`src/common/compositor_pkg.sv`:
```
`default_nettype none

package compositor_pkg;

    // ----------------------------------------
    // raster geometry
    // ----------------------------------------
    localparam int RES_X   = 64;
    localparam int RES_Y   = 48;
    localparam int H_TOTAL = 80;
    localparam int V_TOTAL = 52;

    // foreground coordinate bit that flips the checker color.
    localparam int CHECKER_BIT = 3;

    // ----------------------------------------
    // data types
    // ----------------------------------------
    typedef logic [10:0]        coord_t;
    typedef logic signed [11:0] offset_t;
    typedef logic [11:0]        pixel_t;
    typedef logic [15:0]        frame_cnt_t;

    typedef logic [4:0]  axi_addr_t;
    typedef logic [31:0] axi_data_t;
    typedef logic [3:0]  axi_strb_t;
    typedef logic [1:0]  axi_resp_t;

    localparam axi_resp_t RESP_OKAY = 2'b00;

    // register byte addresses.
    localparam axi_addr_t ADDR_CTRL   = 5'h00;
    localparam axi_addr_t ADDR_OFFSET = 5'h04;
    localparam axi_addr_t ADDR_BG     = 5'h08;
    localparam axi_addr_t ADDR_FG     = 5'h0C;
    localparam axi_addr_t ADDR_STATUS = 5'h10;

    typedef enum logic [1:0] {
        SCALE_FULL    = 2'b00,
        SCALE_HALF    = 2'b01,
        SCALE_QUARTER = 2'b10,
        SCALE_OFF     = 2'b11
    } scale_t;

    typedef enum logic [1:0] {
        ST_IDLE = 2'b00,
        ST_RUN  = 2'b01,
        ST_STOP = 2'b10
    } ctrl_state_t;

endpackage

`default_nettype wire

```
`src/rtl/video_timing.sv`:
```
`timescale 1ns/100ps
`default_nettype none

module video_timing (
    input  logic                   clk,
    input  logic                   rst,
    input  logic                   run,
    output compositor_pkg::coord_t pos_x,
    output compositor_pkg::coord_t pos_y,
    output logic                   active,
    output logic                   frame_end
);
    import compositor_pkg::*;

    coord_t h_cnt;
    coord_t v_cnt;
    logic   h_last;
    logic   v_last;

    assign h_last = (h_cnt == coord_t'(H_TOTAL - 1));
    assign v_last = (v_cnt == coord_t'(V_TOTAL - 1));

    // held at 0,0 while stopped so each run starts clean.
    always_ff @(posedge clk) begin
        if (rst || !run) begin
            h_cnt <= '0;
            v_cnt <= '0;
        end else if (h_last) begin
            h_cnt <= '0;
            if (v_last) begin
                v_cnt <= '0;
            end else begin
                v_cnt <= v_cnt + 1'b1;
            end
        end else begin
            h_cnt <= h_cnt + 1'b1;
        end
    end

    assign pos_x = h_cnt;
    assign pos_y = v_cnt;

    assign active = run
                 && (h_cnt < coord_t'(RES_X))
                 && (v_cnt < coord_t'(RES_Y));

    // last count of the frame, blanking included.
    assign frame_end = run && h_last && v_last;

endmodule

`default_nettype wire

```
`src/rtl/frame_ctrl.sv`:
```
`timescale 1ns/100ps
`default_nettype none

module frame_ctrl (
    input  logic                       clk,
    input  logic                       rst,
    input  logic                       enable,
    input  logic                       frame_end,
    output logic                       run,
    output logic                       commit,
    output logic                       running,
    output compositor_pkg::frame_cnt_t frame_count
);
    import compositor_pkg::*;

    ctrl_state_t state;
    ctrl_state_t state_nxt;
    logic        count_en;

    always_comb begin
        state_nxt = state;
        commit    = 1'b0;
        count_en  = 1'b0;
        case (state)
            ST_IDLE: begin
                if (enable) begin
                    commit    = 1'b1;
                    state_nxt = ST_RUN;
                end
            end
            ST_RUN: begin
                if (frame_end) begin
                    count_en = 1'b1;
                    if (enable) begin
                        commit = 1'b1;
                    end else begin
                        state_nxt = ST_IDLE;
                    end
                end else if (!enable) begin
                    state_nxt = ST_STOP;
                end
            end
            // stop request, wait out the current frame.
            ST_STOP: begin
                if (frame_end) begin
                    count_en  = 1'b1;
                    state_nxt = ST_IDLE;
                end
            end
            default: state_nxt = ST_IDLE;
        endcase
    end

    always_ff @(posedge clk) begin
        if (rst) begin
            state       <= ST_IDLE;
            frame_count <= '0;
        end else begin
            state <= state_nxt;
            if (count_en) begin
                frame_count <= frame_count + 1'b1;
            end
        end
    end

    assign running = (state != ST_IDLE);
    assign run     = running;

endmodule

`default_nettype wire

```
`src/rtl/fg_scale.sv`:
```
`timescale 1ns/100ps
`default_nettype none

module fg_scale (
    input  logic                    clk,
    input  logic                    rst,
    input  logic                    commit,
    input  compositor_pkg::scale_t  scale_cfg,
    input  compositor_pkg::offset_t offset_x_cfg,
    input  compositor_pkg::offset_t offset_y_cfg,
    input  compositor_pkg::coord_t  pos_x,
    input  compositor_pkg::coord_t  pos_y,
    input  logic                    active,
    input  logic                    frame_first,
    output compositor_pkg::offset_t fg_x,
    output compositor_pkg::offset_t fg_y,
    output logic                    fg_active,
    output logic                    pix_valid,
    output logic                    pix_first
);
    import compositor_pkg::*;

    scale_t             scale_r;
    offset_t            off_x_r;
    offset_t            off_y_r;
    logic signed [12:0] dx;
    logic signed [12:0] dy;
    logic signed [14:0] sx;
    logic signed [14:0] sy;
    logic               in_range;

    // shadow config, only changes between frames.
    always_ff @(posedge clk) begin
        if (rst) begin
            scale_r <= SCALE_FULL;
            off_x_r <= '0;
            off_y_r <= '0;
        end else if (commit) begin
            scale_r <= scale_cfg;
            off_x_r <= offset_x_cfg;
            off_y_r <= offset_y_cfg;
        end
    end

    always_comb begin
        dx = $signed({2'b00, pos_x}) - 13'(off_x_r);
        dy = $signed({2'b00, pos_y}) - 13'(off_y_r);
        case (scale_r)
            SCALE_FULL: begin
                sx = 15'(dx);
                sy = 15'(dy);
            end
            SCALE_HALF: begin
                sx = 15'(dx) <<< 1;
                sy = 15'(dy) <<< 1;
            end
            SCALE_QUARTER: begin
                sx = 15'(dx) <<< 2;
                sy = 15'(dy) <<< 2;
            end
            default: begin
                sx = '0;
                sy = '0;
            end
        endcase
        // strict upper bound on both axes.
        in_range = (scale_r != SCALE_OFF) && !dx[12] && !dy[12]
                && (sx < RES_X) && (sy < RES_Y);
    end

    always_ff @(posedge clk) begin
        if (rst) begin
            fg_active <= 1'b0;
            pix_valid <= 1'b0;
            pix_first <= 1'b0;
        end else begin
            fg_active <= active && in_range;
            pix_valid <= active;
            pix_first <= frame_first;
        end
    end

    always_ff @(posedge clk) begin
        fg_x <= offset_t'(sx);
        fg_y <= offset_t'(sy);
    end

endmodule

`default_nettype wire

```
`src/rtl/fg_blend.sv`:
```
`timescale 1ns/100ps
`default_nettype none

module fg_blend (
    input  logic                    clk,
    input  logic                    rst,
    input  logic                    commit,
    input  compositor_pkg::pixel_t  bg_cfg,
    input  compositor_pkg::pixel_t  fg_a_cfg,
    input  compositor_pkg::pixel_t  fg_b_cfg,
    input  compositor_pkg::offset_t fg_x,
    input  compositor_pkg::offset_t fg_y,
    input  logic                    fg_active,
    input  logic                    pix_valid,
    input  logic                    pix_first,
    output compositor_pkg::pixel_t  pixel_data,
    output logic                    pixel_valid,
    output logic                    frame_start
);
    import compositor_pkg::*;

    pixel_t bg_r;
    pixel_t fg_a_r;
    pixel_t fg_b_r;
    logic   pick_a;
    pixel_t color;

    always_ff @(posedge clk) begin
        if (rst) begin
            bg_r   <= '0;
            fg_a_r <= '0;
            fg_b_r <= '0;
        end else if (commit) begin
            bg_r   <= bg_cfg;
            fg_a_r <= fg_a_cfg;
            fg_b_r <= fg_b_cfg;
        end
    end

    // checker cell parity.
    assign pick_a = (fg_x[CHECKER_BIT] == fg_y[CHECKER_BIT]);

    always_comb begin
        if (!fg_active) begin
            color = bg_r;
        end else if (pick_a) begin
            color = fg_a_r;
        end else begin
            color = fg_b_r;
        end
    end

    always_ff @(posedge clk) begin
        if (rst) begin
            pixel_valid <= 1'b0;
            frame_start <= 1'b0;
        end else begin
            pixel_valid <= pix_valid;
            frame_start <= pix_first;
        end
    end

    always_ff @(posedge clk) begin
        pixel_data <= color;
    end

endmodule

`default_nettype wire

```
`src/rtl/compositor_regs.sv`:
```
`timescale 1ns/100ps
`default_nettype none

module compositor_regs (
    input  logic                       clk,
    input  logic                       rst,
    input  compositor_pkg::axi_addr_t  awaddr,
    input  logic                       awvalid,
    output logic                       awready,
    input  compositor_pkg::axi_data_t  wdata,
    input  compositor_pkg::axi_strb_t  wstrb,
    input  logic                       wvalid,
    output logic                       wready,
    output compositor_pkg::axi_resp_t  bresp,
    output logic                       bvalid,
    input  logic                       bready,
    input  compositor_pkg::axi_addr_t  araddr,
    input  logic                       arvalid,
    output logic                       arready,
    output compositor_pkg::axi_data_t  rdata,
    output compositor_pkg::axi_resp_t  rresp,
    output logic                       rvalid,
    input  logic                       rready,
    output logic                       enable,
    output compositor_pkg::scale_t     scale_cfg,
    output compositor_pkg::offset_t    offset_x_cfg,
    output compositor_pkg::offset_t    offset_y_cfg,
    output compositor_pkg::pixel_t     bg_cfg,
    output compositor_pkg::pixel_t     fg_a_cfg,
    output compositor_pkg::pixel_t     fg_b_cfg,
    input  compositor_pkg::frame_cnt_t frame_count,
    input  logic                       running
);
    import compositor_pkg::*;

    logic      wr_accept;
    logic      rd_accept;
    logic      wr_en;
    logic      rd_en;
    axi_addr_t wr_word;
    axi_addr_t rd_word;
    axi_data_t ctrl_word;
    axi_data_t offset_word;
    axi_data_t bg_word;
    axi_data_t fg_word;
    axi_data_t status_word;
    axi_data_t wr_old;
    axi_data_t wr_new;
    axi_data_t rd_val;

    function automatic axi_data_t merge_bytes(axi_data_t old_val, axi_data_t new_val,
                                              axi_strb_t strb);
        axi_data_t res;
        res = old_val;
        for (int i = 0; i < 4; i++) begin
            if (strb[i]) begin
                res[8*i +: 8] = new_val[8*i +: 8];
            end
        end
        return res;
    endfunction

    // ----------------------------------------
    // register views
    // ----------------------------------------
    assign ctrl_word   = {29'd0, scale_cfg, enable};
    assign offset_word = {4'd0, offset_y_cfg, 4'd0, offset_x_cfg};
    assign bg_word     = {20'd0, bg_cfg};
    assign fg_word     = {4'd0, fg_b_cfg, 4'd0, fg_a_cfg};
    assign status_word = {15'd0, running, frame_count};

    assign wr_word = {awaddr[4:2], 2'b00};
    assign rd_word = {araddr[4:2], 2'b00};

    always_comb begin
        case (wr_word)
            ADDR_CTRL:   wr_old = ctrl_word;
            ADDR_OFFSET: wr_old = offset_word;
            ADDR_BG:     wr_old = bg_word;
            ADDR_FG:     wr_old = fg_word;
            default:     wr_old = '0;
        endcase
        case (rd_word)
            ADDR_CTRL:   rd_val = ctrl_word;
            ADDR_OFFSET: rd_val = offset_word;
            ADDR_BG:     rd_val = bg_word;
            ADDR_FG:     rd_val = fg_word;
            ADDR_STATUS: rd_val = status_word;
            default:     rd_val = '0;
        endcase
    end

    assign wr_new = merge_bytes(wr_old, wdata, wstrb);

    // ----------------------------------------
    // handshakes
    // ----------------------------------------
    assign wr_accept = awvalid && wvalid && !bvalid && !awready;
    assign rd_accept = arvalid && !rvalid && !arready;
    assign wr_en     = awready && awvalid && wvalid;
    assign rd_en     = arready && arvalid;

    always_ff @(posedge clk) begin
        if (rst) begin
            awready <= 1'b0;
            wready  <= 1'b0;
            bvalid  <= 1'b0;
            arready <= 1'b0;
            rvalid  <= 1'b0;
        end else begin
            awready <= wr_accept;
            wready  <= wr_accept;
            arready <= rd_accept;
            if (wr_en) begin
                bvalid <= 1'b1;
            end else if (bready) begin
                bvalid <= 1'b0;
            end
            if (rd_en) begin
                rvalid <= 1'b1;
            end else if (rready) begin
                rvalid <= 1'b0;
            end
        end
    end

    always_ff @(posedge clk) begin
        if (rd_en) begin
            rdata <= rd_val;
        end
    end

    assign bresp = RESP_OKAY;
    assign rresp = RESP_OKAY;

    // status and unmapped words fall through.
    always_ff @(posedge clk) begin
        if (rst) begin
            enable       <= 1'b0;
            scale_cfg    <= SCALE_FULL;
            offset_x_cfg <= '0;
            offset_y_cfg <= '0;
            bg_cfg       <= '0;
            fg_a_cfg     <= '0;
            fg_b_cfg     <= '0;
        end else if (wr_en) begin
            case (wr_word)
                ADDR_CTRL: begin
                    enable    <= wr_new[0];
                    scale_cfg <= scale_t'(wr_new[2:1]);
                end
                ADDR_OFFSET: begin
                    offset_x_cfg <= wr_new[11:0];
                    offset_y_cfg <= wr_new[27:16];
                end
                ADDR_BG: bg_cfg <= wr_new[11:0];
                ADDR_FG: begin
                    fg_a_cfg <= wr_new[11:0];
                    fg_b_cfg <= wr_new[27:16];
                end
                default: ;
            endcase
        end
    end

endmodule

`default_nettype wire

```
`src/rtl/video_compositor.sv`:
```
`timescale 1ns/100ps
`default_nettype none

module video_compositor (
    input  logic                      clk,
    input  logic                      rst,
    input  compositor_pkg::axi_addr_t awaddr,
    input  logic                      awvalid,
    output logic                      awready,
    input  compositor_pkg::axi_data_t wdata,
    input  compositor_pkg::axi_strb_t wstrb,
    input  logic                      wvalid,
    output logic                      wready,
    output compositor_pkg::axi_resp_t bresp,
    output logic                      bvalid,
    input  logic                      bready,
    input  compositor_pkg::axi_addr_t araddr,
    input  logic                      arvalid,
    output logic                      arready,
    output compositor_pkg::axi_data_t rdata,
    output compositor_pkg::axi_resp_t rresp,
    output logic                      rvalid,
    input  logic                      rready,
    output compositor_pkg::pixel_t    pixel_data,
    output logic                      pixel_valid,
    output logic                      frame_start
);
    import compositor_pkg::*;

    logic       enable;
    scale_t     scale_cfg;
    offset_t    offset_x_cfg;
    offset_t    offset_y_cfg;
    pixel_t     bg_cfg;
    pixel_t     fg_a_cfg;
    pixel_t     fg_b_cfg;
    frame_cnt_t frame_count;
    logic       running;
    logic       run;
    logic       commit;
    logic       frame_end;
    coord_t     pos_x;
    coord_t     pos_y;
    logic       active;
    logic       frame_first;
    offset_t    fg_x;
    offset_t    fg_y;
    logic       fg_active;
    logic       pix_valid;
    logic       pix_first;

    // first visible pixel of the frame.
    assign frame_first = active && (pos_x == '0) && (pos_y == '0);

    compositor_regs regs_i (
        .clk, .rst,
        .awaddr, .awvalid, .awready, .wdata, .wstrb, .wvalid, .wready,
        .bresp, .bvalid, .bready,
        .araddr, .arvalid, .arready, .rdata, .rresp, .rvalid, .rready,
        .enable, .scale_cfg, .offset_x_cfg, .offset_y_cfg,
        .bg_cfg, .fg_a_cfg, .fg_b_cfg,
        .frame_count, .running
    );

    frame_ctrl ctrl_i (
        .clk, .rst, .enable, .frame_end,
        .run, .commit, .running, .frame_count
    );

    video_timing timing_i (
        .clk, .rst, .run, .pos_x, .pos_y, .active, .frame_end
    );

    fg_scale scale_i (
        .clk, .rst, .commit, .scale_cfg, .offset_x_cfg, .offset_y_cfg,
        .pos_x, .pos_y, .active, .frame_first,
        .fg_x, .fg_y, .fg_active, .pix_valid, .pix_first
    );

    fg_blend blend_i (
        .clk, .rst, .commit, .bg_cfg, .fg_a_cfg, .fg_b_cfg,
        .fg_x, .fg_y, .fg_active, .pix_valid, .pix_first,
        .pixel_data, .pixel_valid, .frame_start
    );

endmodule

`default_nettype wire

```
`config.mk`:
```
export PLATFORM = sky130hd
export DESIGN_NAME = video_compositor
export DESIGN_NICKNAME = d
export VERILOG_FILES = /design/src/common/compositor_pkg.sv /design/src/rtl/video_timing.sv /design/src/rtl/frame_ctrl.sv /design/src/rtl/fg_scale.sv /design/src/rtl/fg_blend.sv /design/src/rtl/compositor_regs.sv /design/src/rtl/video_compositor.sv
export SDC_FILE = /design/constraint.sdc
export NUM_CORES = 1
export LEC_CHECK = 0
export BUFFER_PORTS_ARGS = -buffer_cell sky130_fd_sc_hd__buf_2
export CAP_MARGIN = 20
export CORE_UTILIZATION = 55
export CTS_BUF_LIST = sky130_fd_sc_hd__clkbuf_4 sky130_fd_sc_hd__clkbuf_8
export CTS_CLUSTER_DIAMETER = 80
export DETAILED_ROUTE_END_ITERATION = 8
export PLACE_DENSITY = 0.81
export SLEW_MARGIN = 15
export SYNTH_ARGS = -nofsm -noshare
export SYNTH_HDL_FRONTEND = slang
export SYNTH_SLANG_ARGS = --single-unit
```
`constraint.sdc`:
```
create_clock -name clk -period 8.11 [get_ports clk]
set_clock_uncertainty 0.2 [all_clocks]
set_input_delay 0 -clock clk [delete_from_list [all_inputs] [get_ports clk]]
set_output_delay 0 -clock clk [all_outputs]
set_load 0.01 [all_outputs]
```
==> results.json <==
{
  "multi_input_area_um2": 5190,
  "period_needed_ps": 3500,
  "synth_area_um2": 10300,
  "cp-start-kind": "flip-flop",
  "firstDrtPassIters": 8,
  "synth.area.mux_share_pct": 7.68,
  "period_share_pct": 43.2,
  "clkTransAtPathRegs_ps": 60,
  "leakagePower_nw": 4.40,
  "cts-buffers-inserted": 37,
  "start_util_pct": 56.6,
  "fmax_mhz": 285,
  "cts_max_path_buffers": 3,
  "largest_reg_flops": 28,
  "hold_violations": 0,
  "antenna_left": 0,
  "h-tree-depth": 2,
  "peakVddDrop_uv": 133,
  "synth_cells": 1183,
  "drt_iter0_drc": 908,
  "hpwl_um": 17300,
  "endpoint_kind": "flip-flop",
  "cts-resized-gates": 0,
  "path_class": "reg2reg",
  "synth_top_flop_cell": "dfxtp_1",
  "max-cap-violations": 0,
  "yosys.area_share.simple_pct": 18.5,
  "ys_warn_count": 0,
  "largest-register": "regs_i.rdata",
  "die_width_um": 139,
  "grt_pass1_vias": 8626,
  "nNetsFinal": 1391,
  "drc_errors": 4,
  "tightest_slew_ps": 1070,
  "dpl-instance-area_um2": 10700,
  "cp_data_arrival_time_ps": 3760,
  "fill_cells": 1439,
  "synth_top_area_share_pct": 36.7,
  "core_um2": 18100,
  "synth-seq-area-share_pct": 44.9,
  "area_delta_synth_final_pct": 17.5,
  "synth_top_family_by_area": "simple AND/OR/NAND/NOR gates",
  "synth.distinct_cells": 58,
  "drv_slew": 0,
  "path_max_fanout": 62,
  "regArea_um2": 4600,
  "finalSetupViolCount": 0,
  "yosysTopAreaCell": "dfxtp_1",
  "synth_enable_flop_cells": 28,
  "dieArea_um2": 19200,
  "failed_checks": "DRC",
  "synth_adder_area_share_pct": 3.80,
  "antenna_cells": 0,
  "overflow": 0,
  "worstPathRequired_ps": 8360,
  "place.gp.congestion": 0.890,
  "synth_compound_area_share_pct": 16.3,
  "grt_max_degree": 104,
  "synth.avg_cell_area_um2": 8.68,
  "hp-class": "in2reg",
  "rsz0062_at_grt": "false",
  "cts_tree": "yes",
  "io_pins": 108,
  "cts_root_buffer": "clkbuf_8",
  "fin_total_pwr_w": 0.00217,
  "worstSkewPairLatency_ps": 530,
  "top_regs": "regs_i.rdata x28, ctrl_i.frame_count x16",
  "yosysMostFrequentCell": "dfxtp_1",
  "ys_async_sr_fraction_pct": 0,
  "grt.total_usage_pct": 28.2,
  "outcome": "complete, but fails checks",
  "die_h_um": 139,
  "synth_xor_area_share_pct": 3.75,
  "finalWirelength_um": 26900,
  "rows": 49,
  "grt_pass1_wl_um": 43400,
  "fin_area_um2": 12100,
  "io_buffers": 87,
  "synth.area.top_cells": "dfxtp_1 (37%), edfxtp_1 (8.2%), nand2_1 (6.0%)",
  "dr_total_vias": 9101,
  "ys_seq_elements": 216,
  "yosys-top-cells-count": "dfxtp_1 (188), nand2_1 (165), nor2_1 (156)",
  "tns_ps": 0,
  "antenna_found_initial": 1,
  "p_per_area_nw_per_um2": 180,
  "clock_sinks": 216,
  "cts_hold_buf": 61,
  "cts_setup_buffers": 0,
  "relSlewSlack_pct": 28.7,
  "via_per_inst": 5.85,
  "drive_gt1_share_pct": 14.8,
  "wire_per_inst_um": 17.3
}
[placed cells by master, fill, tap and decap left out, types with 12 or more instances in the layout]
cell type      netlist  final
xor2_1              26     26
buf_2                0     86
ha_1                28     28
edfxtp_1            28     28
a22oi_1             31     31
xnor2_1             18     18
a21oi_1            109    109
nor2_1             156    156
nand2_1            165    165
nand3_1             20     20
mux2_2              30     30
clkbuf_4             0     14
nor2b_1             12     12
nor3_1              21     18
o21ai_0             27     27
dlygate4sd3_1        0     61
dfxtp_1            188    188
mux2i_1             45     45
clkbuf_8             0     42
inv_1               40     40
a211oi_1            59     59
[worst paths after layout]
| path | from | end | slack [ps] | cells past startpoint |
|---|---|---|---|---|
| max | timing_i.pos_x[7]$_SDFF_PP0_ | scale_i.off_y_r[5]$_SDFFE_PP0P_ | 4610 | 8 |
| min reg2reg | scale_i.pix_valid$_SDFF_PP0_ | blend_i.pixel_valid$_SDFF_PP0_ | 240 | 1 |
| max reg2reg | timing_i.pos_x[7]$_SDFF_PP0_ | scale_i.off_y_r[5]$_SDFFE_PP0P_ | 4610 | 8 |
| min | awaddr[2] | regs_i.scale_cfg[1]$_SDFFE_PP0P_ | 90 | 4 |
[where the power goes]
part	switching (W)	leakage, nW	internal, W
sequential	0.00000271	1.79	0.00109
clock	0.000420	0.385	0.000563
combinational	0.0000571	2.22	0.0000376
[worst max-delay path, stage by stage (launching register included)]
cell and delay [ps]:
dfxtp_1 350, or4_4 590, or4_4 460, or3_1 460, nor2_1 250, o21a_2 150
buf_4 530, nand2_1 260, a21oi_1 170
[logic make-up after synthesis]
| logic type | count (synthesis) |
|---|---|
| AOI/OAI and AO/OA | 268 |
| xor gates and xnor gates | 44 |
| adders and majority gates | 30 |
| buffers and inverters | 117 |
| DFF | 216 |
| muxes | 75 |
| other | 1 |
| and+or+nand+nor | 432 |
[per-stage QoR]
step / hold slack, ps / utilization, % / instances / worst slack [ps]
after global routing: 92.3 / 66.5 / 1556 / 4470
after CTS: 38.9 / 66.5 / 1556 / 4650
final: 92.1 / 66.5 / 1556 / 4610
after floorplan: -80.6 / - / 1190 / 5200
after detailed placement: 50.8 / 59.1 / 1437 / 4680
after global placement: 36.2 / 59.1 / 1437 / 4730
[layout make-up]
class                   count  share of cell area, %
clock inverters             2                  0.322
clock buffers              56                   5.66
repair buffers            156                   9.19
inverters                  40                   1.24
well taps                 229                   2.38
flip-flops and latches    216                   38.2
multi-input cells         857                   43.0
[per-layer routing]
metal	vias to the layer above	global-route usage [%]	part of all wire (%)
li1	4381	-	-
met1	4280	36.2	42
met2	369	46.0	46
met3	71	5.35	7.2
met4	0	13.1	3.9
met5	-	0	0
Note: power is estimated with default switching activity, not from simulation.
